## config.mk

```make
export PLATFORM = sky130hd
export DESIGN_NAME = axi_to_mem
export DESIGN_NICKNAME = d
export VERILOG_FILES = /design/src/common/axi_mem_pkg.sv /design/src/burst/rd_burst_seq.sv /design/src/burst/wr_burst_seq.sv /design/src/rw_arbiter.sv /design/src/resp/beat_fifo.sv /design/src/mem_port.sv /design/src/resp/resp_router.sv /design/src/axi_to_mem.sv
export VERILOG_INCLUDE_DIRS = /design/src /design/src/common
export SDC_FILE = /design/constraint.sdc
export NUM_CORES = 1
export LEC_CHECK = 0
export BUFFER_PORTS_ARGS = -buffer_cell sky130_fd_sc_hd__buf_2
export CAP_MARGIN = 5
export CORE_MARGIN = 5
export CORE_UTILIZATION = 55
export CTS_CLUSTER_DIAMETER = 80
export DETAILED_ROUTE_END_ITERATION = 8
export GPL_ROUTABILITY_DRIVEN = 0
export PLACE_DENSITY = 0.79
export SYNTH_ARGS = -nofsm -noshare
export SYNTH_HDL_FRONTEND = slang
export SYNTH_HIERARCHICAL = 1
export SYNTH_SLANG_ARGS = --single-unit
export TNS_END_PERCENT = 1
```

## constraint.sdc

```tcl
create_clock -name clk_i -period 6.7 [get_ports clk_i]
set_input_delay 0 -clock clk_i [delete_from_list [all_inputs] [get_ports clk_i]]
set_output_delay 0 -clock clk_i [all_outputs]
set_load 0.02 [all_outputs]
```

## src/common/axi_mem_consts.svh

```systemverilog
// Width and depth constants for the AXI4 to memory bridge.
// Include this header wherever a width or the buffer depth is needed.
`ifndef AXI_MEM_CONSTS_SVH
`define AXI_MEM_CONSTS_SVH

// Byte address width of the memory port.
`define AXI_MEM_ADDR_W 16
// AXI and memory data width.
`define AXI_MEM_DATA_W 32
// AXI ID width.
`define AXI_MEM_ID_W 4
// AXI burst length field width.
`define AXI_MEM_LEN_W 8
// AXI QoS field width.
`define AXI_MEM_QOS_W 4
// Response buffer depth.
// Also the limit on memory requests in flight.
`define AXI_MEM_BUF_DEPTH 4

`endif

```

## src/common/axi_mem_pkg.sv

```systemverilog
// Shared types of the AXI4 to memory bridge.
// AXI channel payloads, internal beats, memory request and response.
`include "axi_mem_consts.svh"

package axi_mem_pkg;

  typedef logic [`AXI_MEM_ADDR_W-1:0]   addr_t;
  typedef logic [`AXI_MEM_DATA_W-1:0]   data_t;
  typedef logic [`AXI_MEM_DATA_W/8-1:0] strb_t;
  typedef logic [`AXI_MEM_ID_W-1:0]     id_t;
  typedef logic [`AXI_MEM_LEN_W-1:0]    len_t;
  typedef logic [`AXI_MEM_QOS_W-1:0]    qos_t;

  // AXI response codes that the bridge can return.
  typedef enum logic [1:0] {
    RESP_OKAY   = 2'd0,
    RESP_SLVERR = 2'd2
  } resp_e;

  // AW and AR payload; only INCR bursts are handled.
  typedef struct packed {
    id_t        id;
    addr_t      addr;
    len_t       len;
    logic [2:0] size;
    qos_t       qos;
  } ax_chan_t;

  typedef struct packed {
    data_t data;
    strb_t strb;
    logic  last;
  } w_chan_t;

  typedef struct packed {
    id_t   id;
    data_t data;
    resp_e resp;
    logic  last;
  } r_chan_t;

  typedef struct packed {
    id_t   id;
    resp_e resp;
  } b_chan_t;

  // One memory access as produced by a burst sequencer.
  // Single marks a burst of one beat.
  typedef struct packed {
    addr_t addr;
    logic  we;
    data_t wdata;
    strb_t strb;
    id_t   id;
    qos_t  qos;
    logic  last;
    logic  single;
  } beat_t;

  // Context kept per request until its response returns.
  typedef struct packed {
    id_t  id;
    logic we;
    logic last;
  } ctx_t;

  typedef struct packed {
    addr_t addr;
    logic  we;
    data_t wdata;
    strb_t strb;
  } mem_req_t;

  typedef struct packed {
    data_t rdata;
    logic  err;
  } mem_rsp_t;

endpackage

```

## src/burst/rd_burst_seq.sv

```systemverilog
// Read burst sequencer.
// Expands one AR into len+1 read beats, first beat straight from AR.
`timescale 1ns/1ps
`include "axi_mem_consts.svh"

module rd_burst_seq (
  input  logic                  clk_i,
  input  logic                  rst_n_i,
  input  axi_mem_pkg::ax_chan_t ar_i,
  input  logic                  ar_valid_i,
  output logic                  ar_ready_o,
  output axi_mem_pkg::beat_t    beat_o,
  output logic                  beat_valid_o,
  input  logic                  beat_ready_i,
  output logic                  busy_o
);

  // Beats still to come after the current one.
  logic [`AXI_MEM_LEN_W-1:0] cnt_q;
  axi_mem_pkg::addr_t        addr_q;
  axi_mem_pkg::addr_t        incr_q;
  axi_mem_pkg::addr_t        incr;
  axi_mem_pkg::id_t          id_q;
  axi_mem_pkg::qos_t         qos_q;
  logic                      take;

  // Address step of 2^size bytes.
  assign incr         = axi_mem_pkg::addr_t'(1) << ar_i.size;
  assign busy_o       = (cnt_q != '0);
  assign beat_valid_o = busy_o | ar_valid_i;
  assign take         = beat_valid_o & beat_ready_i;
  // AR is consumed together with its first beat.
  assign ar_ready_o   = take & ~busy_o;

  always_comb begin
    beat_o = '0;
    if (busy_o) begin
      beat_o.addr = addr_q;
      beat_o.id   = id_q;
      beat_o.qos  = qos_q;
      beat_o.last = (cnt_q == `AXI_MEM_LEN_W'(1));
    end else begin
      // First beat keeps the unaligned address.
      beat_o.addr   = ar_i.addr;
      beat_o.id     = ar_i.id;
      beat_o.qos    = ar_i.qos;
      beat_o.last   = (ar_i.len == '0);
      beat_o.single = (ar_i.len == '0);
    end
  end

  always_ff @(posedge clk_i) begin
    if (!rst_n_i) begin
      cnt_q <= '0;
    end else if (take) begin
      cnt_q <= busy_o ? cnt_q - `AXI_MEM_LEN_W'(1) : ar_i.len;
    end
  end

  // Burst state, loaded when the AR is taken.
  always_ff @(posedge clk_i) begin
    if (take) begin
      if (busy_o) begin
        addr_q <= addr_q + incr_q;
      end else begin
        // Second beat is the aligned address plus one step.
        addr_q <= (ar_i.addr & ~(incr - axi_mem_pkg::addr_t'(1))) + incr;
        incr_q <= incr;
        id_q   <= ar_i.id;
        qos_q  <= ar_i.qos;
      end
    end
  end

endmodule

```

## src/burst/wr_burst_seq.sv

```systemverilog
// Write burst sequencer.
// Expands one AW and its W beats into write beats; a burst starts on AW with W.
`timescale 1ns/1ps
`include "axi_mem_consts.svh"

module wr_burst_seq (
  input  logic                  clk_i,
  input  logic                  rst_n_i,
  input  axi_mem_pkg::ax_chan_t aw_i,
  input  logic                  aw_valid_i,
  output logic                  aw_ready_o,
  input  axi_mem_pkg::w_chan_t  w_i,
  input  logic                  w_valid_i,
  output logic                  w_ready_o,
  output axi_mem_pkg::beat_t    beat_o,
  output logic                  beat_valid_o,
  input  logic                  beat_ready_i,
  output logic                  busy_o
);

  // W beats still expected after the current one.
  logic [`AXI_MEM_LEN_W-1:0] cnt_q;
  axi_mem_pkg::addr_t        addr_q;
  axi_mem_pkg::addr_t        incr_q;
  axi_mem_pkg::addr_t        incr;
  axi_mem_pkg::id_t          id_q;
  axi_mem_pkg::qos_t         qos_q;
  logic                      take;

  assign incr   = axi_mem_pkg::addr_t'(1) << aw_i.size;
  assign busy_o = (cnt_q != '0);
  // No beat without write data.
  // A new burst also needs AW.
  assign beat_valid_o = w_valid_i & (busy_o | aw_valid_i);
  assign take         = beat_valid_o & beat_ready_i;
  assign w_ready_o    = take;
  assign aw_ready_o   = take & ~busy_o;

  always_comb begin
    beat_o       = '0;
    beat_o.we    = 1'b1;
    beat_o.wdata = w_i.data;
    beat_o.strb  = w_i.strb;
    if (busy_o) begin
      beat_o.addr = addr_q;
      beat_o.id   = id_q;
      beat_o.qos  = qos_q;
      beat_o.last = (cnt_q == `AXI_MEM_LEN_W'(1));
    end else begin
      beat_o.addr   = aw_i.addr;
      beat_o.id     = aw_i.id;
      beat_o.qos    = aw_i.qos;
      beat_o.last   = (aw_i.len == '0);
      beat_o.single = (aw_i.len == '0);
    end
  end

  always_ff @(posedge clk_i) begin
    if (!rst_n_i) begin
      cnt_q <= '0;
    end else if (take) begin
      cnt_q <= busy_o ? cnt_q - `AXI_MEM_LEN_W'(1) : aw_i.len;
    end
  end

  // Burst state.
  always_ff @(posedge clk_i) begin
    if (take) begin
      if (busy_o) begin
        addr_q <= addr_q + incr_q;
      end else begin
        addr_q <= (aw_i.addr & ~(incr - axi_mem_pkg::addr_t'(1))) + incr;
        incr_q <= incr;
        id_q   <= aw_i.id;
        qos_q  <= aw_i.qos;
      end
    end
  end

endmodule

```

## src/rw_arbiter.sv

```systemverilog
// Read/write beat arbiter.
// Picks one beat stream and forks it atomically to the memory port and context FIFO.
`timescale 1ns/1ps

module rw_arbiter (
  input  logic               clk_i,
  input  logic               rst_n_i,
  input  axi_mem_pkg::beat_t rd_beat_i,
  input  logic               rd_valid_i,
  input  logic               rd_busy_i,
  output logic               rd_ready_o,
  input  axi_mem_pkg::beat_t wr_beat_i,
  input  logic               wr_valid_i,
  input  logic               wr_busy_i,
  output logic               wr_ready_o,
  output axi_mem_pkg::beat_t beat_o,
  output logic               mem_valid_o,
  input  logic               mem_ready_i,
  output logic               ctx_valid_o,
  input  logic               ctx_ready_i
);

  // Selection, high picks the write stream.
  logic sel;
  logic sel_q;
  logic lock_q;
  logic valid;
  logic ready;

  always_comb begin
    sel = sel_q;
    if (lock_q) begin
      // Refused offer stays on the same stream.
      sel = sel_q;
    end else if (wr_valid_i ^ rd_valid_i) begin
      sel = wr_valid_i;
    end else if (wr_valid_i && rd_valid_i) begin
      if (wr_beat_i.qos != rd_beat_i.qos) begin
        sel = (wr_beat_i.qos > rd_beat_i.qos);
      end else if (wr_beat_i.single && !rd_beat_i.single) begin
        // Single write ahead of a read burst.
        sel = 1'b1;
      end else if (wr_busy_i) begin
        sel = 1'b1;
      end else if (rd_busy_i) begin
        sel = 1'b0;
      end else begin
        // Alternate to avoid starvation.
        sel = ~sel_q;
      end
    end
  end

  assign beat_o = sel ? wr_beat_i : rd_beat_i;
  assign valid  = sel ? wr_valid_i : rd_valid_i;
  // Both consumers must take the beat in the same cycle.
  assign ready       = mem_ready_i & ctx_ready_i;
  assign mem_valid_o = valid & ctx_ready_i;
  assign ctx_valid_o = valid & mem_ready_i;
  assign rd_ready_o  = ~sel & ready;
  assign wr_ready_o  = sel & ready;

  always_ff @(posedge clk_i) begin
    if (!rst_n_i) begin
      sel_q  <= 1'b0;
      lock_q <= 1'b0;
    end else begin
      sel_q  <= sel;
      lock_q <= valid & ~ready;
    end
  end

endmodule

```

## src/resp/beat_fifo.sv

```systemverilog
// Fall-through FIFO for beat context and memory responses.
// Data pushed into an empty FIFO appears at the output in the same cycle.
`timescale 1ns/1ps

module beat_fifo #(
  parameter int unsigned Width = 8,
  parameter int unsigned Depth = 4
) (
  input  logic                       clk_i,
  input  logic                       rst_n_i,
  input  logic [Width-1:0]           data_i,
  input  logic                       valid_i,
  output logic                       ready_o,
  output logic [Width-1:0]           data_o,
  output logic                       valid_o,
  input  logic                       ready_i,
  output logic [$clog2(Depth+1)-1:0] count_o
);

  localparam int unsigned PtrW = (Depth > 1) ? $clog2(Depth) : 1;

  logic [Width-1:0] mem_q [Depth];
  logic [PtrW-1:0]  wr_ptr_q;
  logic [PtrW-1:0]  rd_ptr_q;
  logic             empty;
  logic             push;
  logic             pop;
  logic             store;
  logic             drop;

  assign empty   = (count_o == '0);
  assign ready_o = (count_o < Depth);
  assign valid_o = ~empty | valid_i;
  assign data_o  = empty ? data_i : mem_q[rd_ptr_q];
  assign push    = valid_i & ready_o;
  assign pop     = valid_o & ready_i;
  // Bypassed entries never touch the storage.
  assign store = push & ~(empty & pop);
  assign drop  = pop & ~empty;

  always_ff @(posedge clk_i) begin
    if (!rst_n_i) begin
      wr_ptr_q <= '0;
      rd_ptr_q <= '0;
      count_o  <= '0;
    end else begin
      if (store) begin
        wr_ptr_q <= (wr_ptr_q == PtrW'(Depth - 1)) ? '0 : wr_ptr_q + 1'b1;
      end
      if (drop) begin
        rd_ptr_q <= (rd_ptr_q == PtrW'(Depth - 1)) ? '0 : rd_ptr_q + 1'b1;
      end
      count_o <= count_o + store - drop;
    end
  end

  always_ff @(posedge clk_i) begin
    if (store) begin
      mem_q[wr_ptr_q] <= data_i;
    end
  end

endmodule

```

## src/mem_port.sv

```systemverilog
// Memory request port.
// Issues beats as req/gnt requests while the response buffer still has room.
`timescale 1ns/1ps
`include "axi_mem_consts.svh"

module mem_port (
  input  logic                                      clk_i,
  input  logic                                      rst_n_i,
  input  axi_mem_pkg::beat_t                        beat_i,
  input  logic                                      beat_valid_i,
  output logic                                      beat_ready_o,
  output logic                                      mem_req_o,
  output axi_mem_pkg::mem_req_t                     mem_req_data_o,
  input  logic                                      mem_gnt_i,
  input  logic                                      rsp_pop_i,
  input  logic [$clog2(`AXI_MEM_BUF_DEPTH+1)-1:0] rsp_count_i
);

  localparam int unsigned CntW = $clog2(`AXI_MEM_BUF_DEPTH + 1);

  // Granted requests whose response has not arrived yet.
  logic [CntW-1:0] out_q;
  logic            room;
  logic            granted;

  // Slots are counted against the responses already buffered.
  // Each granted request keeps one response slot.
  assign room = ({1'b0, out_q} + {1'b0, rsp_count_i}) < (CntW + 1)'(`AXI_MEM_BUF_DEPTH);

  assign mem_req_o    = beat_valid_i & room;
  assign beat_ready_o = room & mem_gnt_i;
  assign granted      = mem_req_o & mem_gnt_i;

  assign mem_req_data_o.addr  = beat_i.addr;
  assign mem_req_data_o.we    = beat_i.we;
  assign mem_req_data_o.wdata = beat_i.wdata;
  assign mem_req_data_o.strb  = beat_i.strb;

  // The response leaves the memory on rsp_pop_i.
  // It then sits in the response FIFO.
  always_ff @(posedge clk_i) begin
    if (!rst_n_i) begin
      out_q <= '0;
    end else begin
      out_q <= out_q + granted - rsp_pop_i;
    end
  end

endmodule

```

## src/resp/resp_router.sv

```systemverilog
// Response router.
// Joins each memory response with its beat context and drives R or B.
`timescale 1ns/1ps

module resp_router (
  input  axi_mem_pkg::ctx_t     ctx_i,
  input  logic                  ctx_valid_i,
  output logic                  ctx_ready_o,
  input  axi_mem_pkg::mem_rsp_t rsp_i,
  input  logic                  rsp_valid_i,
  output logic                  rsp_ready_o,
  output axi_mem_pkg::r_chan_t  r_o,
  output logic                  r_valid_o,
  input  logic                  r_ready_i,
  output axi_mem_pkg::b_chan_t  b_o,
  output logic                  b_valid_o,
  input  logic                  b_ready_i
);

  logic               both;
  logic               to_r;
  logic               to_b;
  logic               sink_ready;
  axi_mem_pkg::resp_e resp;

  assign both = ctx_valid_i & rsp_valid_i;
  assign to_r = ~ctx_i.we;
  assign to_b = ctx_i.we & ctx_i.last;
  assign resp = rsp_i.err ? axi_mem_pkg::RESP_SLVERR : axi_mem_pkg::RESP_OKAY;

  // Non-last write beats are dropped without a channel.
  assign sink_ready = to_r ? r_ready_i : (to_b ? b_ready_i : 1'b1);

  assign r_valid_o = both & to_r;
  assign b_valid_o = both & to_b;

  // Both FIFOs are popped together.
  assign ctx_ready_o = rsp_valid_i & sink_ready;
  assign rsp_ready_o = ctx_valid_i & sink_ready;

  assign r_o.id   = ctx_i.id;
  assign r_o.data = rsp_i.rdata;
  assign r_o.resp = resp;
  assign r_o.last = ctx_i.last;

  assign b_o.id   = ctx_i.id;
  assign b_o.resp = resp;

endmodule

```

## src/axi_to_mem.sv

```systemverilog
// AXI4 slave to single-port memory bridge, top level.
// Sequencers, arbiter, memory port and response router in one pipeline.
`timescale 1ns/1ps
`include "axi_mem_consts.svh"

module axi_to_mem (
  input  logic                  clk_i,
  input  logic                  rst_n_i,
  input  axi_mem_pkg::ax_chan_t aw_i,
  input  logic                  aw_valid_i,
  output logic                  aw_ready_o,
  input  axi_mem_pkg::w_chan_t  w_i,
  input  logic                  w_valid_i,
  output logic                  w_ready_o,
  input  axi_mem_pkg::ax_chan_t ar_i,
  input  logic                  ar_valid_i,
  output logic                  ar_ready_o,
  output axi_mem_pkg::r_chan_t  r_o,
  output logic                  r_valid_o,
  input  logic                  r_ready_i,
  output axi_mem_pkg::b_chan_t  b_o,
  output logic                  b_valid_o,
  input  logic                  b_ready_i,
  output logic                  mem_req_o,
  output axi_mem_pkg::mem_req_t mem_req_data_o,
  input  logic                  mem_gnt_i,
  input  logic                  mem_rvalid_i,
  input  axi_mem_pkg::mem_rsp_t mem_rsp_i,
  output logic                  busy_o
);

  localparam int unsigned CntW = $clog2(`AXI_MEM_BUF_DEPTH + 1);

  axi_mem_pkg::beat_t    rd_beat, wr_beat, arb_beat;
  logic                  rd_valid, rd_ready, rd_busy;
  logic                  wr_valid, wr_ready, wr_busy;
  logic                  mem_valid, mem_ready;
  logic                  ctx_push_valid, ctx_push_ready;
  axi_mem_pkg::ctx_t     ctx_in, ctx_out;
  logic                  ctx_valid, ctx_ready;
  axi_mem_pkg::mem_rsp_t rsp_out;
  logic                  rsp_valid, rsp_ready;
  logic [CntW-1:0]       rsp_count;

  rd_burst_seq rd_seq_i (
    .clk_i, .rst_n_i, .ar_i, .ar_valid_i, .ar_ready_o,
    .beat_o(rd_beat), .beat_valid_o(rd_valid), .beat_ready_i(rd_ready), .busy_o(rd_busy)
  );

  wr_burst_seq wr_seq_i (
    .clk_i, .rst_n_i, .aw_i, .aw_valid_i, .aw_ready_o, .w_i, .w_valid_i, .w_ready_o,
    .beat_o(wr_beat), .beat_valid_o(wr_valid), .beat_ready_i(wr_ready), .busy_o(wr_busy)
  );

  rw_arbiter arb_i (
    .clk_i, .rst_n_i,
    .rd_beat_i(rd_beat), .rd_valid_i(rd_valid), .rd_busy_i(rd_busy), .rd_ready_o(rd_ready),
    .wr_beat_i(wr_beat), .wr_valid_i(wr_valid), .wr_busy_i(wr_busy), .wr_ready_o(wr_ready),
    .beat_o(arb_beat), .mem_valid_o(mem_valid), .mem_ready_i(mem_ready),
    .ctx_valid_o(ctx_push_valid), .ctx_ready_i(ctx_push_ready)
  );

  mem_port port_i (
    .clk_i, .rst_n_i, .beat_i(arb_beat), .beat_valid_i(mem_valid), .beat_ready_o(mem_ready),
    .mem_req_o, .mem_req_data_o, .mem_gnt_i, .rsp_pop_i(mem_rvalid_i), .rsp_count_i(rsp_count)
  );

  // Context of each granted beat, consumed with its response.
  assign ctx_in = '{id: arb_beat.id, we: arb_beat.we, last: arb_beat.last};

  beat_fifo #(.Width($bits(axi_mem_pkg::ctx_t)), .Depth(`AXI_MEM_BUF_DEPTH)) ctx_fifo_i (
    .clk_i, .rst_n_i, .data_i(ctx_in), .valid_i(ctx_push_valid), .ready_o(ctx_push_ready),
    .data_o(ctx_out), .valid_o(ctx_valid), .ready_i(ctx_ready), .count_o()
  );

  // The memory port keeps a free slot for every response.
  beat_fifo #(.Width($bits(axi_mem_pkg::mem_rsp_t)), .Depth(`AXI_MEM_BUF_DEPTH)) rsp_fifo_i (
    .clk_i, .rst_n_i, .data_i(mem_rsp_i), .valid_i(mem_rvalid_i), .ready_o(),
    .data_o(rsp_out), .valid_o(rsp_valid), .ready_i(rsp_ready), .count_o(rsp_count)
  );

  resp_router router_i (
    .ctx_i(ctx_out), .ctx_valid_i(ctx_valid), .ctx_ready_o(ctx_ready),
    .rsp_i(rsp_out), .rsp_valid_i(rsp_valid), .rsp_ready_o(rsp_ready),
    .r_o, .r_valid_o, .r_ready_i, .b_o, .b_valid_o, .b_ready_i
  );

  // Context FIFO is non-empty while any request is outstanding.
  assign busy_o = rd_busy | wr_busy | ctx_valid | rsp_valid |
                  aw_valid_i | w_valid_i | ar_valid_i | r_valid_o | b_valid_o;

endmodule

```

==> results of run 1 <==
-- final cells by class --
class                           instances  area (µm²)  share of cell area
Antenna cell                            4        10.0            0.000529
Clock buffer                           32         724              0.0383
Timing Repair Buffer                  361        2320               0.123
Tap cell                              390         488              0.0258
Sequential cell                       259        7390               0.391
Multi-Input combinational cell       1014        7540               0.398
Inverter                               65         244              0.0129
Clock inverter                         18         199              0.0105
-- through the flow --
| step | hold WS [ns] | setup slack (ns) | util | total power, mW |
|---|---|---|---|---|
| floorplan | 0.0989 | 1.03 | - | 6.68 |
| global placement | 0.196 | 1.08 | 0.570 | 7.13 |
| detailed placement | 0.203 | 0.790 | 0.570 | 7.24 |
| CTS | 0.00256 | 0.782 | 0.633 | 8.90 |
| global route | 0.0201 | 0.350 | 0.633 | 9.47 |
| finish | 0.0183 | 0.763 | 0.633 | 8.89 |
-- power groups by stage --
stage          Sequential [mW]  Combinational [mW]  Clock [mW]
2_1_floorplan             2.37                4.31           0
3_5_place_dp              2.43                4.81           0
5_1_grt                   2.43                5.40        1.64
4_1_cts                   2.40                4.93        1.57
6_report                  2.40                4.95        1.54
3_3_place_gp              2.41                4.72           0
-- metal layers --
layer  part of all wire  wire, µm
met5            0.00021         8
met4              0.020       786
met3              0.078      3020
met2               0.49     19000
met1               0.41     16200
-- flip-flops by register name, summed over array words and instances, names as in the netlist, named ones only --
name                 count
rsp_fifo_i/mem_q       132
ctx_fifo_i/mem_q        24
rd_seq_i/addr_q         16
wr_seq_i/addr_q         16
rd_seq_i/cnt_q           8
rd_seq_i/incr_q          8
wr_seq_i/cnt_q           8
wr_seq_i/incr_q          8
rd_seq_i/id_q            4
rd_seq_i/qos_q           4
wr_seq_i/id_q            4
wr_seq_i/qos_q           4
ctx_fifo_i/count_o       3
port_i/out_q             3
rsp_fifo_i/count_o       3
ctx_fifo_i/rd_ptr_q      2
ctx_fifo_i/wr_ptr_q      2
rsp_fifo_i/rd_ptr_q      2
rsp_fifo_i/wr_ptr_q      2
arb_i/lock_q             1
arb_i/sel_q              1
-- timing repair --
action,in CTS,in global routing
hold endpoints to repair,217,0
setup buffers,0,0
hold buffers,96,0
-- critical path, stage by stage (launching register included) --
cell	delay, ns
dfxtp_1	0.36
inv_1	0.07
ha_1	0.18
or4b_1	0.56
nor2b_4	0.25
inv_1	0.22
nor2_1	0.18
and3_1	0.22
inv_1	0.11
a2111oi_4	0.41
o31ai_4	0.09
buf_4	0.25
mux2_2	0.36
mux2_2	0.32
and3b_1	0.19
nor2_1	0.15
nor3b_1	0.49
nor2_1	0.17
inv_1	0.10
ha_1	0.13
inv_1	0.04
ha_1	0.18
fa_1	0.38
xnor2_1	0.15
xnor2_1	0.12
and2_1	0.15
-- cells in the final DEF (no fill, tap or decap), types with 10 or more instances in the layout --
| master | instances |
|---|---|
| or3_1 | 13 |
| o21ai_0 | 50 |
| clkbuf_16 | 27 |
| nand3_1 | 24 |
| mux4_2 | 39 |
| mux2_1 | 10 |
| nor3_1 | 26 |
| xnor2_1 | 31 |
| nor2b_1 | 17 |
| dlygate4sd3_1 | 96 |
| mux2i_1 | 18 |
| a211oi_1 | 14 |
| mux2_2 | 91 |
| nand3b_1 | 10 |
| and2_1 | 37 |
| ha_1 | 48 |
| o21a_1 | 14 |
| buf_4 | 15 |
| nor2_1 | 68 |
| o211ai_1 | 11 |
| dfxtp_1 | 38 |
| inv_1 | 63 |
| edfxtp_1 | 220 |
| nand2b_1 | 22 |
| and3_1 | 17 |
| nand2_1 | 192 |
| a21oi_1 | 61 |
| conb_1 | 40 |
| buf_2 | 250 |
-- worst paths after layout --
check,from,to,slack [ns],depth (start not counted)
worst max-delay path,rd_seq_i/cnt_q[0],ctx_fifo_i/count_o[2],0.76,25
worst min-delay path,w_valid_i,wr_seq_i/cnt_q[7],0.02,5
worst max register to register,rd_seq_i/cnt_q[0],ctx_fifo_i/count_o[2],0.76,25
worst min register to register,wr_seq_i/cnt_q[7],wr_seq_i/cnt_q[7],0.50,2
==> impl_metrics.py, run 1 <==
metrics = {
    "outcome": {
        "status": "complete, no violations",
    },
    "power": {
        "max-vdd-ir-drop_mv": 0.385,
        "comb_power_share": 0.557,
        "p_sw_frac": 0.428,
        "pwr-share-seq": 0.270,
        "leakage_nw": 7.54,
        "powerDensity_nw_per_um2": 470,
        "internal_power_mw": 5.08,
        "switching_power_mw": 3.80,
        "p_clk_frac": 0.173,
    },
    "clock_tree": {
        "htree_levels": 1,
        "cts_tree": "done",
        "cts_buffers": 27,
        "clock_sinks": 259,
        "clock_latency_ns": 0.54,
        "cts_resized": 0,
        "clkSlewWorstSetupHoldPaths_ns": 0.06,
        "ctsRootBufferMaster": "clkbuf_16",
        "clock_path_buffers": 3,
    },
    "global_route": {
        "grt_usage": 0.220,
        "antenna_found_initial": 4,
        "met2_usage": 0.381,
        "grt_pass1_wl_um": 61000,
        "use_met3": 0.0367,
        "grt_use_met1": 0.289,
        "gr-total-overflow": 0,
        "grt_max_degree": 47,
        "grt_busiest_layer": "met2",
        "first_global_vias": 11900,
    },
    "drt": {
        "postRouteAntennaNets": 0,
        "wl_per_cell_um": 18.2,
        "routed_via_density": 5.65,
        "drc": 0,
        "drtIter0Drc": 1067,
        "firstDrtPassIters": 6,
        "vias": 12100,
        "drt-total-wl_um": 38900,
    },
    "sta": {
        "skew_ns": 0.0120,
        "hold_viol_final": 0,
        "max_freq_mhz": 168,
        "period_needed_ns": 5.94,
        "slew_viol_final": 0,
        "setup_viol": 0,
        "fin_tns_setup_ns": 0,
        "max_slew_margin": 0.289,
        "rsz0062_at_grt": "false",
        "tightest_slew_ns": 1.07,
        "period_share": 0.886,
    },
    "worst_setup_path": {
        "start_kind": "register",
        "arrival_ns": 6.37,
        "end_kind": "register",
        "crit_type": "register to register",
        "cp.required_ns": 7.14,
        "crit_fanout": 25,
    },
    "layout": {
        "layout-drive-gt1-share": 0.269,
        "fin_cells": 2143,
        "nFillCells": 2308,
        "syn_to_final_growth_pct": 13.1,
        "nNetsFinal": 1930,
        "finalInstanceArea_um2": 18900,
    },
    "job": {
        "drv_cap": 0,
    },
    "synthesis": {
        "yosysWarningCount": 6,
        "netlist_area_um2": 16700,
        "synthCells": 1540,
        "syn_avg_cell_area_um2": 10.9,
    },
    "die": {
        "die_y_um": 184,
        "die_area_um2": 34000,
        "pin_count": 254,
        "die_width_um": 184,
        "start_util": 0.560,
        "core_um2": 29900,
        "core.rowCount": 63,
    },
    "placement": {
        "io_buffers": 250,
        "post_dp_cell_area_um2": 17000,
        "hpwl_um": 26400,
        "dp_cells": 1993,
    },
    "hold_path": {
        "hold_class": "input port to register",
    },
}
(Power assumes the default switching activity.)
==> run 2: changes to the inputs <==
PLACE_DENSITY = not set   (was 0.79)
PLACE_DENSITY_LB_ADDON = 0.1   (was not set)
==> impl_metrics.py, run 2 (synthesis gave the netlist of run 1 again) <==
metrics = {
    "sta": {
        "period_needed_ns": 6.01,
        "hold_slack_ns": 0.0236,
        "skew_ns": 0.0197,
        "period_share": 0.896,
        "slew_viol_final": 0,
        "fin_tns_setup_ns": 0,
        "setup_viol": 0,
        "max_slew_margin": 0.245,
        "rsz0062_at_grt": "false",
        "max_freq_mhz": 166,
        "tightest_slew_ns": 1.13,
        "hold_viol_final": 0,
    },
    "layout": {
        "seqCellArea_um2": 7390,
        "final_common_cell": "buf_2",
        "largest_registers": "rsp_fifo_i/mem_q: 132 flops, ctx_fifo_i/mem_q: 24 flops",
        "top_register": "rsp_fifo_i/mem_q",
        "multi_input_area_um2": 7540,
        "nFillCells": 2390,
        "syn_to_final_growth_pct": 14.4,
        "layout-drive-gt1-share": 0.271,
        "final_cell_mix": "buf_2 (250), edfxtp_1 (220), nand2_1 (192), dlygate4sd3_1 (100), mux2_2 (91)",
        "nNetsFinal": 1937,
        "largest_reg_flops": 132,
    },
    "drt": {
        "vias": 11900,
        "drtIter0Drc": 669,
        "drc": 0,
        "postRouteAntennaNets": 0,
        "drt-total-wl_um": 37900,
        "routed_via_density": 5.52,
        "wl_per_cell_um": 17.6,
        "firstDrtPassIters": 8,
    },
    "outcome": {
        "status": "complete, no violations",
    },
    "hold_path": {
        "min_from": "ar_valid_i",
        "hold_depth": 4,
        "holdPathEnd": "arb_i/lock_q",
        "hold_class": "input port to register",
    },
    "power": {
        "powerDensity_nw_per_um2": 474,
        "leakage_nw": 7.65,
        "max-vdd-ir-drop_mv": 0.362,
    },
    "clock_tree": {
        "cts_resized": 0,
        "htree_levels": 1,
        "clkSlewWorstSetupHoldPaths_ns": 0.06,
        "ctsRootBufferMaster": "clkbuf_16",
        "cts_tree": "done",
        "cts_buffers": 30,
        "clock_latency_ns": 0.55,
        "clock_path_buffers": 3,
        "clock_sinks": 259,
        "cts_setup_buffers": 0,
        "ctsHoldBuffers": 100,
    },
    "worst_setup_path": {
        "regToRegSetupSlack_ns": 0.69,
        "arrival_ns": 6.45,
        "r2r_end": "ctx_fifo_i/count_o[2]",
        "r2r_cells": 25,
        "crit_type": "register to register",
        "start_kind": "register",
        "crit_fanout": 42,
        "reg2reg_from": "rd_seq_i/cnt_q[1]",
        "cp.required_ns": 7.15,
        "end_kind": "register",
    },
    "global_route": {
        "met2_usage": 0.363,
        "grt_usage": 0.218,
        "grt_use_met1": 0.306,
        "first_global_vias": 11700,
        "antenna_found_initial": 3,
        "grt_max_degree": 55,
        "use_met3": 0.0264,
        "grt_pass1_wl_um": 60700,
        "gr-total-overflow": 0,
        "grt_busiest_layer": "met2",
    },
    "die": {
        "die_width_um": 184,
        "start_util": 0.560,
        "core_um2": 29900,
        "pin_count": 254,
        "die_y_um": 184,
        "die_area_um2": 34000,
        "core.rowCount": 63,
    },
    "placement": {
        "hpwl_um": 26400,
        "io_buffers": 250,
    },
    "job": {
        "drv_cap": 0,
    },
}
[run 2: critical path, stage by stage, from the launching register on]
cell,delay (ns)
dfxtp_1,0.32
inv_1,0.10
ha_1,0.18
or4b_1,0.54
nor2b_4,0.35
inv_1,0.25
buf_4,0.33
nor2_1,0.18
and3_1,0.23
inv_1,0.10
a2111oi_4,0.41
o31ai_4,0.11
mux2_2,0.35
mux2_2,0.32
and3b_1,0.19
nor2_1,0.13
nor3b_1,0.41
nor2_1,0.16
inv_1,0.09
ha_1,0.13
inv_1,0.04
ha_1,0.18
fa_1,0.38
xnor2_1,0.14
xnor2_1,0.12
and2_1,0.15
[run 2: area by class of cell]
type                       instances  area share
multi-input combinational       1014       0.394
timing repair buffer             365       0.124
tap                              390      0.0255
antenna                            2    0.000262
sequential                       259       0.386
inverter                          65      0.0128
clock buffer                      37      0.0432
clock inverter                    19      0.0146
[run 2: worst max path at each step]
stage,startpoint,endpoint
floorplan,rd_seq_i/cnt_q[0],ctx_fifo_i/count_o[2]
global placement,rd_seq_i/cnt_q[0],ctx_fifo_i/count_o[2]
detailed placement,rd_seq_i/cnt_q[1],ctx_fifo_i/count_o[2]
CTS,rd_seq_i/cnt_q[1],ctx_fifo_i/count_o[2]
global route,rd_seq_i/cnt_q[0],ctx_fifo_i/count_o[2]
finish,rd_seq_i/cnt_q[1],ctx_fifo_i/count_o[2]
[run 2: per-stage QoR]
stage	util	power, mW	instance area [µm²]	setup WS, ns	instances
floorplan	-	6.68	16900	1.03	1577
global placement	0.570	7.17	17000	0.884	1993
detailed placement	0.570	7.25	17000	0.716	1993
CTS	0.640	9.14	19100	0.709	2149
global route	0.640	9.71	19100	0.232	2151
finish	0.640	9.07	19100	0.694	2151
[run 2: where the power goes]
part	internal (mW)	switching (mW)	total [mW]
combinational	1.95	2.95	4.91
clock	1.11	0.651	1.76
sequential	2.23	0.169	2.40
total	5.30	3.77	9.07
[run 2: per-layer routing]
layer	vias to the layer above	share of wire
li1	5788	-
met1	5625	0.44
met2	404	0.47
met3	53	0.062
met4	2	0.022
met5	-	0.00029
==> run 3: changes to the inputs <==
clock period = 6.8 ns   (was 6.7 ns; I/O delays follow)
==> impl_metrics.py, run 3 (synthesis gave the netlist of run 1 again) <==
metrics = {
    "global_route": {
        "grt_pass1_wl_um": 60100,
        "first_global_vias": 11600,
        "grt_usage": 0.216,
        "gr-total-overflow": 0,
        "grt_max_degree": 48,
        "antenna_found_initial": 3,
    },
    "die": {
        "core.rowCount": 63,
        "die_width_um": 184,
        "pin_count": 254,
        "die_y_um": 184,
        "core_um2": 29900,
        "start_util": 0.560,
        "die_area_um2": 34000,
    },
    "layout": {
        "nNetsFinal": 1932,
        "largest_registers": "rsp_fifo_i/mem_q: 132 flops, ctx_fifo_i/mem_q: 24 flops",
        "multi_input_area_um2": 7540,
        "seqCellArea_um2": 7390,
        "top_register": "rsp_fifo_i/mem_q",
        "layout-drive-gt1-share": 0.266,
        "final_cell_mix": "buf_2 (250), edfxtp_1 (220), nand2_1 (192), dlygate4sd3_1 (97), mux2_2 (91)",
        "final_common_cell": "buf_2",
        "largest_reg_flops": 132,
        "syn_to_final_growth_pct": 13.3,
        "nFillCells": 2419,
    },
    "sta": {
        "period_share": 0.888,
        "period_needed_ns": 6.04,
        "slew_viol_final": 0,
        "setup_viol": 0,
        "tightest_slew_ns": 1.10,
        "max_freq_mhz": 166,
        "fin_tns_setup_ns": 0,
        "max_slew_margin": 0.265,
        "hold_viol_final": 0,
        "rsz0062_at_grt": "false",
        "skew_ns": 0.0141,
    },
    "clock_tree": {
        "clkSlewWorstSetupHoldPaths_ns": 0.06,
        "htree_levels": 1,
        "clock_latency_ns": 0.56,
        "cts_buffers": 28,
        "cts_tree": "done",
        "clock_sinks": 259,
        "cts_setup_buffers": 0,
        "clock_path_buffers": 3,
        "ctsRootBufferMaster": "clkbuf_16",
    },
    "worst_setup_path": {
        "path_delay_family": "simple AND/OR/NAND/NOR gates",
        "end_kind": "register",
        "path_buf_inv": 7,
        "start_kind": "register",
        "arrival_ns": 6.48,
        "critical_path.max_stage_delay_ns": 0.56,
        "cp.required_ns": 7.24,
        "slowest_stage": "or4b_1",
        "crit_fanout": 43,
        "crit_type": "register to register",
        "cp_common_cell": "inv_1",
    },
    "power": {
        "p_total_mw": 8.76,
        "powerDensity_nw_per_um2": 462,
        "max-vdd-ir-drop_mv": 0.388,
        "leakage_nw": 7.56,
    },
    "job": {
        "drv_cap": 0,
    },
    "drt": {
        "wl_per_cell_um": 17.7,
        "drtIter0Drc": 859,
        "routed_via_density": 5.53,
        "drc": 0,
        "firstDrtPassIters": 5,
        "drt-total-wl_um": 38000,
        "vias": 11900,
        "postRouteAntennaNets": 0,
    },
    "hold_path": {
        "hold_class": "input port to register",
    },
    "placement": {
        "hpwl_um": 26400,
        "io_buffers": 250,
    },
    "outcome": {
        "status": "complete, no violations",
    },
}
## run 3: changes by cell type in the layout (fill, tap and decap cells not counted), moves of 2 or more
cell	change
clkbuf_16	-2
diode_2	+2
clkinv_1	+5
bufinv_16	-2
clkbuf_1	+2
clkbuf_8	-4
clkinvlp_4	-4
dlygate4sd3_1	-3
## run 3: layout make-up
class,count,area share
flip-flops and latches,259,0.390
well taps,390,0.0257
diodes,4,0.000528
repair buffers,362,0.123
inverters,65,0.0129
clock buffers,33,0.0385
clock inverters,18,0.0116
multi-input cells,1014,0.398
## run 3: path summary, 6_finish.rpt
kind	endpoint	cells after the start	start	slack (ns)
min	arb_i/lock_q	4	ar_valid_i	0.02
max	ctx_fifo_i/count_o[2]	26	rd_seq_i/cnt_q[0]	0.76
max reg2reg	ctx_fifo_i/count_o[2]	26	rd_seq_i/cnt_q[0]	0.76
min reg2reg	wr_seq_i/cnt_q[7]	2	wr_seq_i/cnt_q[7]	0.50
## run 3: routing by layer
layer / wire length (µm) / global-route usage / vias to the layer above / share of wire
met4: 1010 / 0.0606 / 0 / 0.027
met1: 17000 / 0.306 / 5678 / 0.45
met2: 17800 / 0.358 / 381 / 0.47
met5: 0 / 0 / - / 0
li1: - / - / 5764 / -
met3: 2230 / 0.0225 / 49 / 0.059
## run 3: power by group
part / switching [mW] / internal (mW)
Sequential: 0.166 / 2.20
Clock: 0.621 / 0.922
Combinational: 2.93 / 1.93
## run 3: worst min-delay path: cells and delay by family
kind	cells	cell delay, ns
multiplexers	1	0.06
buffers and inverters	1	0.16
AND/OR/NAND/NOR	2	0.31
## run 3: through the flow
stage / hold WS, ns / instances / setup WS (ns) / utilization / cell area (µm²)
floorplan: 0.0989 / 1577 / 1.13 / - / 16900
global placement: 0.192 / 1993 / 0.999 / 0.570 / 17000
detailed placement: 0.197 / 1993 / 0.795 / 0.570 / 17000
CTS: 0.00590 / 2141 / 0.765 / 0.634 / 18900
global route: 0.0515 / 2144 / 0.315 / 0.634 / 18900
finish: 0.0206 / 2145 / 0.764 / 0.634 / 19000
## run 3: timing repair
item	CTS	global route
hold endpoints to repair	219	0
hold buffers	97	0
gates resized for setup	0	0
